$ cat config.mk
export PLATFORM = sky130hd
export DESIGN_NAME = uart
export DESIGN_NICKNAME = d
export VERILOG_FILES = /design/src/common/uart_line_pkg.sv /design/src/common/uart_reg_pkg.sv /design/src/design/uart.sv /design/src/design/uart_apb_regs.sv /design/src/design/uart_fifo.sv /design/src/design/uart_rx.sv /design/src/design/uart_tx.sv
export SDC_FILE = /design/constraint.sdc
export NUM_CORES = 1
export LEC_CHECK = 0
export ABC_CLOCK_PERIOD_IN_PS = 3250
export BUFFER_PORTS_ARGS = -buffer_cell sky130_fd_sc_hd__buf_2
export CORE_ASPECT_RATIO = 0.75
export CORE_MARGIN = 1.5
export CORE_UTILIZATION = 25
export DETAILED_ROUTE_END_ITERATION = 7
export PLACE_DENSITY = 0.43
export SYNTH_ARGS = -nofsm -noshare
export SYNTH_HDL_FRONTEND = slang
export SYNTH_SLANG_ARGS = --single-unit
$ cat constraint.sdc
create_clock -name pclk -period 3.25 [get_ports pclk]
set_clock_uncertainty 0.1 [all_clocks]
set_input_delay 0.4875 -clock pclk [delete_from_list [all_inputs] [get_ports pclk]]
set_output_delay 0.4875 -clock pclk [all_outputs]
set_load 0.005 [all_outputs]
$ cat src/common/uart_line_pkg.sv
package uart_line_pkg;

    typedef logic [7:0] uart_byte_t; // one 8n1 payload byte.

    typedef logic [15:0] baud_div_t; // pclk cycles per bit minus one.

    // receiver report, valid for one cycle at the stop bit center.
    typedef struct packed {
        uart_byte_t data;      // lsb received first.
        logic       valid;     // one cycle pulse.
        logic       frame_err; // stop bit sampled low.
        logic       busy;      // a frame is in progress.
    } rx_result_t;

endpackage

$ cat src/common/uart_reg_pkg.sv
package uart_reg_pkg;

    // register offsets, compared on paddr[11:0].
    localparam logic [11:0] REG_TXDATA = 12'h000; // write pushes the tx fifo.
    localparam logic [11:0] REG_RXDATA = 12'h004; // read pops the rx fifo.
    localparam logic [11:0] REG_STATUS = 12'h008; // levels and sticky flags.
    localparam logic [11:0] REG_CTRL   = 12'h00C; // baud divisor.

    localparam logic [15:0] DEFAULT_BAUD_DIV = 16'd15; // 16 pclk cycles per bit.

    // status word, bit 5 down to bit 0.
    typedef struct packed {
        logic tx_full;    // bit 5.
        logic tx_empty;   // bit 4.
        logic rx_full;    // bit 3.
        logic rx_empty;   // bit 2.
        logic rx_overrun; // bit 1, write 1 to clear.
        logic frame_err;  // bit 0, write 1 to clear.
    } status_t;

    typedef struct packed {
        logic [15:0] baud_div; // pclk cycles per bit minus one.
    } ctrl_t;

    // apb pins bundled for the register block.
    typedef struct packed {
        logic        sel;
        logic        enable;
        logic        write;
        logic [31:0] addr;
        logic [3:0]  strb;
        logic [31:0] wdata;
    } apb_req_t;

endpackage

$ cat src/design/uart.sv
`timescale 1ns/10ps

module uart #(
    parameter int FIFO_DEPTH = 4
) (
    input  logic        pclk,
    input  logic        presetn,
    input  logic        psel,
    input  logic        penable,
    input  logic [31:0] paddr,
    input  logic        pwrite,
    input  logic [3:0]  pstrb,
    input  logic [31:0] pwdata,
    output logic [31:0] prdata,
    output logic        pslverr,
    output logic        pready,
    input  logic        uart_rx,
    output logic        uart_tx
);
    import uart_reg_pkg::*;
    import uart_line_pkg::*;

    apb_req_t   apb;
    baud_div_t  baud_div;
    rx_result_t rx_result;
    uart_byte_t tx_wdata;
    uart_byte_t tx_rdata;
    uart_byte_t rx_rdata;
    logic       tx_push;
    logic       tx_pop;
    logic       tx_full;
    logic       tx_empty;
    logic       rx_push;
    logic       rx_pop;
    logic       rx_full;
    logic       rx_empty;

    always_comb begin
        apb.sel    = psel;
        apb.enable = penable;
        apb.write  = pwrite;
        apb.addr   = paddr;
        apb.strb   = pstrb;
        apb.wdata  = pwdata;
    end

    assign pready  = 1'b1;                                  // no wait states.
    assign rx_push = rx_result.valid && !rx_result.frame_err; // good stop bit only.

    uart_apb_regs u_regs (
        .pclk, .presetn, .apb, .prdata, .pslverr,
        .tx_full, .tx_empty, .tx_push, .tx_wdata,
        .rx_empty, .rx_full, .rx_rdata, .rx_pop,
        .rx_result, .baud_div
    );

    uart_fifo #(.FIFO_DEPTH(FIFO_DEPTH)) u_tx_fifo (
        .pclk, .presetn,
        .push(tx_push), .wdata(tx_wdata), .pop(tx_pop),
        .rdata(tx_rdata), .full(tx_full), .empty(tx_empty)
    );

    uart_fifo #(.FIFO_DEPTH(FIFO_DEPTH)) u_rx_fifo (
        .pclk, .presetn,
        .push(rx_push), .wdata(rx_result.data), .pop(rx_pop),
        .rdata(rx_rdata), .full(rx_full), .empty(rx_empty)
    );

    uart_tx u_tx (
        .pclk, .presetn, .baud_div,
        .fifo_empty(tx_empty), .fifo_data(tx_rdata), .fifo_pop(tx_pop),
        .uart_tx
    );

    uart_rx u_rx (
        .pclk, .presetn, .baud_div, .uart_rx,
        .result(rx_result)
    );

endmodule

$ cat src/design/uart_apb_regs.sv
`timescale 1ns/10ps

module uart_apb_regs (
    input  logic                       pclk,
    input  logic                       presetn,
    input  uart_reg_pkg::apb_req_t     apb,
    output logic [31:0]                prdata,
    output logic                       pslverr,
    input  logic                       tx_full,
    input  logic                       tx_empty,
    output logic                       tx_push,
    output uart_line_pkg::uart_byte_t  tx_wdata,
    input  logic                       rx_empty,
    input  logic                       rx_full,
    input  uart_line_pkg::uart_byte_t  rx_rdata,
    output logic                       rx_pop,
    input  uart_line_pkg::rx_result_t  rx_result,
    output uart_line_pkg::baud_div_t   baud_div
);
    import uart_reg_pkg::*;
    import uart_line_pkg::*;

    logic        setup;      // psel without penable.
    logic [11:0] offset;
    logic        hit_tx;
    logic        hit_rx;
    logic        hit_status;
    logic        hit_ctrl;
    logic        err;
    logic        rx_overrun;
    logic        frame_err;
    logic [31:0] rd_data;
    status_t     status;
    ctrl_t       ctrl;

    assign setup      = apb.sel && !apb.enable;
    assign offset     = apb.addr[11:0];
    assign hit_tx     = (offset == REG_TXDATA);
    assign hit_rx     = (offset == REG_RXDATA);
    assign hit_status = (offset == REG_STATUS);
    assign hit_ctrl   = (offset == REG_CTRL);

    // unmapped offset, or a byte that the full tx fifo would drop.
    assign err = !(hit_tx || hit_rx || hit_status || hit_ctrl) ||
                 (apb.write && hit_tx && tx_full);

    assign tx_push  = setup && apb.write && hit_tx && !tx_full;
    assign tx_wdata = apb.wdata[7:0];
    assign rx_pop   = setup && !apb.write && hit_rx && !rx_empty; // empty read pops nothing.
    assign baud_div = ctrl.baud_div;

    always_comb begin
        status.tx_full    = tx_full;
        status.tx_empty   = tx_empty;
        status.rx_full    = rx_full;
        status.rx_empty   = rx_empty;
        status.rx_overrun = rx_overrun;
        status.frame_err  = frame_err;
    end

    always_comb begin
        rd_data = '0; // txdata and unmapped read as zero.
        if (hit_rx && !rx_empty) begin
            rd_data = {24'b0, rx_rdata};
        end else if (hit_status) begin
            rd_data = {26'b0, status};
        end else if (hit_ctrl) begin
            rd_data = {16'b0, ctrl};
        end
    end

    // response registered at the setup edge, held over the access phase.
    always_ff @(posedge pclk or negedge presetn) begin
        if (!presetn) begin
            prdata  <= '0;
            pslverr <= 1'b0;
        end else begin
            pslverr <= setup && err; // drops again after the access edge.
            if (setup && !apb.write) begin
                prdata <= rd_data;
            end
        end
    end

    always_ff @(posedge pclk or negedge presetn) begin
        if (!presetn) begin
            ctrl.baud_div <= DEFAULT_BAUD_DIV;
        end else if (setup && apb.write && hit_ctrl) begin
            if (apb.strb[0]) begin
                ctrl.baud_div[7:0] <= apb.wdata[7:0];
            end
            if (apb.strb[1]) begin
                ctrl.baud_div[15:8] <= apb.wdata[15:8];
            end
        end
    end

    // sticky flags, a new event wins over a clear in the same cycle.
    always_ff @(posedge pclk or negedge presetn) begin
        if (!presetn) begin
            rx_overrun <= 1'b0;
            frame_err  <= 1'b0;
        end else begin
            if (rx_result.valid && !rx_result.frame_err && rx_full) begin
                rx_overrun <= 1'b1; // byte lost, fifo full.
            end else if (setup && apb.write && hit_status && apb.wdata[1]) begin
                rx_overrun <= 1'b0;
            end
            if (rx_result.valid && rx_result.frame_err) begin
                frame_err <= 1'b1;
            end else if (setup && apb.write && hit_status && apb.wdata[0]) begin
                frame_err <= 1'b0;
            end
        end
    end

endmodule

$ cat src/design/uart_fifo.sv
`timescale 1ns/10ps

module uart_fifo #(
    parameter int FIFO_DEPTH = 4
) (
    input  logic                     pclk,
    input  logic                     presetn,
    input  logic                     push,
    input  uart_line_pkg::uart_byte_t wdata,
    input  logic                     pop,
    output uart_line_pkg::uart_byte_t rdata,
    output logic                     full,
    output logic                     empty
);
    import uart_line_pkg::*;

    localparam int IDX_W = $clog2(FIFO_DEPTH); // entry index width.

    uart_byte_t       mem [FIFO_DEPTH]; // storage, no reset needed.
    logic [IDX_W:0]   wptr;             // msb is the wrap bit.
    logic [IDX_W:0]   rptr;
    logic             do_push;
    logic             do_pop;

    assign do_push = push && !full;  // push ignored when full.
    assign do_pop  = pop && !empty;  // pop ignored when empty.

    assign empty = (wptr == rptr);
    assign full  = (wptr[IDX_W] != rptr[IDX_W]) &&
                   (wptr[IDX_W-1:0] == rptr[IDX_W-1:0]); // same slot, one lap apart.

    assign rdata = mem[rptr[IDX_W-1:0]]; // head entry, combinational.

    always_ff @(posedge pclk or negedge presetn) begin
        if (!presetn) begin
            wptr <= '0;
            rptr <= '0;
        end else begin
            if (do_push) begin
                wptr <= wptr + 1'b1; // wraps naturally into the lap bit.
            end
            if (do_pop) begin
                rptr <= rptr + 1'b1;
            end
        end
    end

    always_ff @(posedge pclk) begin
        if (do_push) begin
            mem[wptr[IDX_W-1:0]] <= wdata;
        end
    end

endmodule

$ cat src/design/uart_rx.sv
`timescale 1ns/10ps

module uart_rx (
    input  logic                       pclk,
    input  logic                       presetn,
    input  uart_line_pkg::baud_div_t   baud_div,
    input  logic                       uart_rx,
    output uart_line_pkg::rx_result_t  result
);
    import uart_line_pkg::*;

    typedef enum logic [1:0] {ST_IDLE, ST_START, ST_DATA, ST_STOP} rx_state_t;

    rx_state_t  state;
    logic       rx_meta;  // first synchronizer stage.
    logic       rx_sync;  // second synchronizer stage.
    logic       rx_prev;  // for falling edge detection.
    logic       start_edge;
    baud_div_t  div_q;    // divisor frozen at the start edge.
    baud_div_t  half_div;
    baud_div_t  baud_cnt;
    logic [2:0] bit_cnt;
    uart_byte_t shift;
    logic       valid_q;
    logic       ferr_q;

    assign start_edge = rx_prev && !rx_sync;
    assign half_div   = {1'b0, div_q[15:1]}; // half a bit period.

    always_ff @(posedge pclk or negedge presetn) begin
        if (!presetn) begin
            rx_meta <= 1'b1;
            rx_sync <= 1'b1;
            rx_prev <= 1'b1;
        end else begin
            rx_meta <= uart_rx;
            rx_sync <= rx_meta;
            rx_prev <= rx_sync;
        end
    end

    always_ff @(posedge pclk or negedge presetn) begin
        if (!presetn) begin
            state    <= ST_IDLE;
            div_q    <= '0;
            baud_cnt <= '0;
            bit_cnt  <= '0;
            valid_q  <= 1'b0;
            ferr_q   <= 1'b0;
        end else begin
            valid_q <= 1'b0; // single cycle pulse.
            case (state)
                ST_IDLE: begin
                    if (start_edge) begin
                        state    <= ST_START;
                        div_q    <= baud_div;
                        baud_cnt <= '0;
                    end
                end
                ST_START: begin
                    baud_cnt <= (baud_cnt == half_div) ? '0 : baud_cnt + 1'b1;
                    if (baud_cnt == half_div) begin
                        state   <= rx_sync ? ST_IDLE : ST_DATA; // high here is a glitch.
                        bit_cnt <= '0;
                    end
                end
                ST_DATA: begin
                    baud_cnt <= (baud_cnt == div_q) ? '0 : baud_cnt + 1'b1;
                    if (baud_cnt == div_q) begin
                        bit_cnt <= bit_cnt + 1'b1;
                        if (bit_cnt == 3'd7) begin
                            state <= ST_STOP;
                        end
                    end
                end
                default: begin
                    baud_cnt <= baud_cnt + 1'b1;
                    if (baud_cnt == div_q) begin
                        state   <= ST_IDLE; // stop bit center.
                        valid_q <= 1'b1;
                        ferr_q  <= !rx_sync;
                    end
                end
            endcase
        end
    end

    always_ff @(posedge pclk) begin
        if (state == ST_DATA && baud_cnt == div_q) begin
            shift <= {rx_sync, shift[7:1]}; // lsb arrives first.
        end
    end

    always_comb begin
        result.data      = shift;
        result.valid     = valid_q;
        result.frame_err = ferr_q;
        result.busy      = (state != ST_IDLE);
    end

endmodule

$ cat src/design/uart_tx.sv
`timescale 1ns/10ps

module uart_tx (
    input  logic                      pclk,
    input  logic                      presetn,
    input  uart_line_pkg::baud_div_t  baud_div,
    input  logic                      fifo_empty,
    input  uart_line_pkg::uart_byte_t fifo_data,
    output logic                      fifo_pop,
    output logic                      uart_tx
);
    import uart_line_pkg::*;

    typedef enum logic [1:0] {ST_IDLE, ST_START, ST_DATA, ST_STOP} tx_state_t;

    tx_state_t  state;
    baud_div_t  div_q;    // divisor frozen for the frame.
    baud_div_t  baud_cnt; // cycles spent in the current bit.
    logic [2:0] bit_cnt;  // data bit index.
    uart_byte_t shift;    // bit 0 is on the line.
    logic       line_q;   // registered line level.
    logic       bit_done;

    assign bit_done = (baud_cnt == div_q);
    // take the next byte when idle, or straight after the stop bit for back to back frames.
    assign fifo_pop = !fifo_empty &&
                      (state == ST_IDLE || (state == ST_STOP && bit_done));
    assign uart_tx  = line_q;

    always_ff @(posedge pclk or negedge presetn) begin
        if (!presetn) begin
            state    <= ST_IDLE;
            div_q    <= '0;
            baud_cnt <= '0;
            bit_cnt  <= '0;
            line_q   <= 1'b1; // line idles high.
        end else begin
            if (fifo_pop) begin
                state    <= ST_START;
                div_q    <= baud_div; // new divisor applies from here.
                baud_cnt <= '0;
            end else begin
                case (state)
                    ST_START: begin
                        baud_cnt <= bit_done ? '0 : baud_cnt + 1'b1;
                        if (bit_done) begin
                            state   <= ST_DATA;
                            bit_cnt <= '0;
                        end
                    end
                    ST_DATA: begin
                        baud_cnt <= bit_done ? '0 : baud_cnt + 1'b1;
                        if (bit_done) begin
                            bit_cnt <= bit_cnt + 1'b1;
                            if (bit_cnt == 3'd7) begin
                                state <= ST_STOP; // last data bit sent.
                            end
                        end
                    end
                    ST_STOP: begin
                        baud_cnt <= baud_cnt + 1'b1;
                        if (bit_done) begin
                            state <= ST_IDLE; // fifo was empty.
                        end
                    end
                    default: baud_cnt <= '0;
                endcase
            end
            line_q <= (state == ST_START) ? 1'b0 :
                      (state == ST_DATA)  ? shift[0] : 1'b1; // one cycle behind the fsm.
        end
    end

    always_ff @(posedge pclk) begin
        if (fifo_pop) begin
            shift <= fifo_data;
        end else if (state == ST_DATA && bit_done) begin
            shift <= shift >> 1; // lsb first.
        end
    end

endmodule

==> flow_summary_export.csv <==
group,metric,value,unit
logic_synthesis,synthArstFlopShare,61.4,%
global_routing,grt_busiest_layer,"met2",
timing,worst_pin_slew,1170,ps
critical_path,crit_type,"reg2reg",
logic_synthesis,synth_fa_ha_area_share,3.00,%
pwr,powerDensity,686,mW/mm2
hold_path,min_path_cells,2,
cells_and_area,nFillCells,3836,
global_routing,grt_pass1_vias,5820,
clock_network,htree_num_levels,1,
logic_synthesis,yosys.area.top_type_share,31.1,%
routing,wl_per_cell,16.2,um
die,initial_core_util,25.6,%
pwr,ir_drop,0.345,mV
timing,finalCritPeriodShare,83.4,%
timing,finalSetupTns,0,ps
cells_and_area,nets,891,
global_routing,antenna_found_initial,0,
logic_synthesis,synthCells,720,
logic_synthesis,yosys.area.top_type,"dfrtp_1",
placed_design,pre_cts_ws,465,ps
timing,hold_viol_final,0,
timing,grt_setup_unrepaired,"false",
status,status,"completed",
die,die_y,173,um
timing,fin_crit,2710,ps
routing,dr.pass1.iters,4,
critical_path,worstPathCellList,"xor2_1 -> nor4_2 -> nand4_4 -> o21ai_0",
critical_path,r2r_cells,4,
clock_network,cts_tree,"done",
routing,detailroute.via_count,5545,
cells_and_area,drive_above_1_share,25.6,%
die,core_area,0.0374,mm2
logic_synthesis,synthXorXnorAreaFrac,7.75,%
timing,setup_violations,0,
clock_network,cts-resized-gates,0,
routing,postRouteAntennaNets,0,
critical_path,slowest_stage,"o21ai_0",
routing,drtIter0Drc,328,
logic_synthesis,muxShareOfSynthArea,12.2,%
timing,maxSlewHeadroom,21.1,%
critical_path,start_kind,"register",
cells_and_area,n_antenna_cell,0,
logic_synthesis,synth_top_family_by_area,"multiplexers",
placed_design,port_buffers,53,
critical_path,required,3290,ps
timing,drv_slew,0,
run,maxCapViolations,0,
clock_network,clkTransAtPathRegs,60,ps
die,die-width,229,um
global_routing,grt_max_degree,63,
global_routing,grt.met2_usage,16.9,%
die,ios,109,
logic_synthesis,ys_seq_area_share,58.3,%
logic_synthesis,synth_area,0.00959,mm2
clock_network,cts_inserted_buffers,23,
global_routing,overflow,0,
clock_network,cts_num_sinks,207,
cells_and_area,final_util,30.0,%
logic_synthesis,yosys.area_share.simple,10.6,%
global_routing,met1_usage,16.4,%
logic_synthesis,synth-seq-cells,207,
global_routing,grt_pass1_wl,34.7,mm
clock_network,post_cts_buffers,0,
logic_synthesis,synth.top_cells.by_area,"dfrtp_1 31%, edfxtp_1 25%, mux2_2 4.8%, xnor2_1 3.9%, mux4_2 3.8%",
critical_path,cp-end-kind,"register",
clock_network,cts-root-buf,"clkbuf_16",
die,placementRows,61,
cells_and_area,syn_to_final_growth,17.0,%
critical_path,arrival,2750,ps
timing,timing.fmax,369,MHz
pwr,p_leak,4.84,nW
clock_network,clk_latency,520,ps
logic_synthesis,ys.flop_type,"dfrtp_1",
global_routing,grtUsageMet3,2.06,%
logic_synthesis,synth_compound_area_share,4.38,%
global_routing,track_usage,11.1,%
die,die_area,0.0395,mm2
placed_design,gp_congestion,0.713,
routing,drc_errors,0,
routing,finalWirelength,21.3,mm
critical_path,path_max_fanout,10,
logic_synthesis,synth-edff-count,80,
hold_path,min_path_type,"in2reg",
logic_synthesis,synth_cell_types,60,
routing,drt-vias-per-instance,4.22,
placed_design,dp_hpwl,15.0,mm
timing,worst_slack,539,ps
critical_path,cpPeakStageDelay,970,ps
logic_synthesis,synth_area_per_cell,13.3,um2
clock_network,cts.path.max_buffers,3,
logic_synthesis,ys_warn_count,0,
## report_power, final
part           leakage, nW  internal [W]  switching, W  total, W
Clock                0.370       0.00155       0.00106   0.00261
Combinational         2.04      0.000842       0.00102   0.00186
Sequential            2.43       0.00303      0.000188   0.00322
## final cells by class
class | count | area (um2) | area share, %
clock inverters | 9 | 96.3 | 0.859
flip-flops and latches | 207 | 5590 | 49.8
repair buffers | 75 | 467 | 4.16
multi-input cells | 467 | 3710 | 33.1
clock buffers | 32 | 649 | 5.79
well taps | 504 | 631 | 5.62
inverters | 20 | 75.1 | 0.669
## layout by cell type (no fill, tap or decap), drive strengths merged, types with 9 or more instances in the layout
cell      n
dfrtp   119
edfxtp   80
buf      73
mux2     58
nand2    55
nor2     50
xnor2    44
xor2     40
clkbuf   32
nand3    25
ha       23
inv      21
conb     17
o21ai    17
mux4     16
nand4    14
a21oi    13
and2     12
nor4     10
mux2i     9
and3      9
## cell usage after synthesis (all sizes together) (2+ instances only)
master,n
a21oi,13
a221oi,2
a22o,3
a2bb2oi,3
a31oi,4
a32o,2
and2,12
and3,9
buf,34
clkbuf,7
conb,2
dfrtp,119
dfstp,8
edfxtp,80
ha,23
inv,20
mux2,58
mux2i,9
mux4,16
nand2,55
nand2b,6
nand3,25
nand4,14
nor2,50
nor2b,3
nor3,6
nor3b,2
nor4,10
nor4b,3
o21a,4
o21ai,17
o22ai,3
o2bb2ai,2
xnor2,44
xor2,40
## timing repair
| action | in CTS | in global routing |
|---|---|---|
| hold buffers | 2 | 0 |
| endpoints found under the hold margin | 54 | 0 |
| endpoints found under the setup margin | 0 | 0 |
## registers in the layout, summed over array words and instances, names as in the netlist, 8 cells and up
name / flops
u_tx_fifo.mem: 32
u_rx.baud_cnt: 16
u_rx.shift: 8
u_tx.div_q: 16
u_rx.div_q: 16
u_tx.baud_cnt: 16
u_tx.shift: 8
u_regs.prdata: 16
u_regs.baud_div: 16
u_rx_fifo.mem: 32
## routing by layer
layer	vias up	wire length (um)
met5	-	0
met4	0	391
met3	27	664
met2	59	9540
met1	2783	10700
li1	2676	-
## cells by family after synthesis
family          Yosys count
compound gates           61
xor+xnor                 84
fa+ha+maj                23
buf+inv                  61
flops                   207
mux                      83
other cells               2
simple gates            199
## final timing paths
kind	start	to	slack (ps)
setup / recovery	u_tx.baud_cnt[12]$_DFF_PN0_	u_tx.shift[0]$_DFFE_PP_	540
hold / removal	pwdata[12]	u_regs.baud_div[12]$_DFFE_PN0P_	100
setup reg to reg	u_tx.baud_cnt[12]$_DFF_PN0_	u_tx.shift[0]$_DFFE_PP_	540
max in group asynchronous	presetn	u_tx.uart_tx$_DFF_PN1_	1810
hold reg to reg	u_rx.rx_meta$_DFF_PN1_	u_rx.rx_sync$_DFF_PN1_	260
min in group asynchronous	presetn	u_rx_fifo.wptr[1]$_DFFE_PN0P_	410
## metrics by stage
stage | cell area, um2 | power [W] | cells | hold slack (ps)
2_1_floorplan | 9640 | 0.00471 | 735 | 91.9
3_3_place_gp | 10500 | 0.00515 | 1271 | 249
3_5_place_dp | 10500 | 0.00516 | 1271 | 253
4_1_cts | 11200 | 0.00783 | 1314 | 68.8
5_1_grt | 11200 | 0.00817 | 1314 | 73.0
6_report | 11200 | 0.00770 | 1314 | 97.6
## critical path: cells and delay by family (launching register included)
| kind | cells | cell delay (ps) |
|---|---|---|
| flops | 1 | 440 |
| xor+xnor | 1 | 170 |
| compound gates | 1 | 970 |
| simple gates | 2 | 650 |
(Power assumes the default switching activity.)
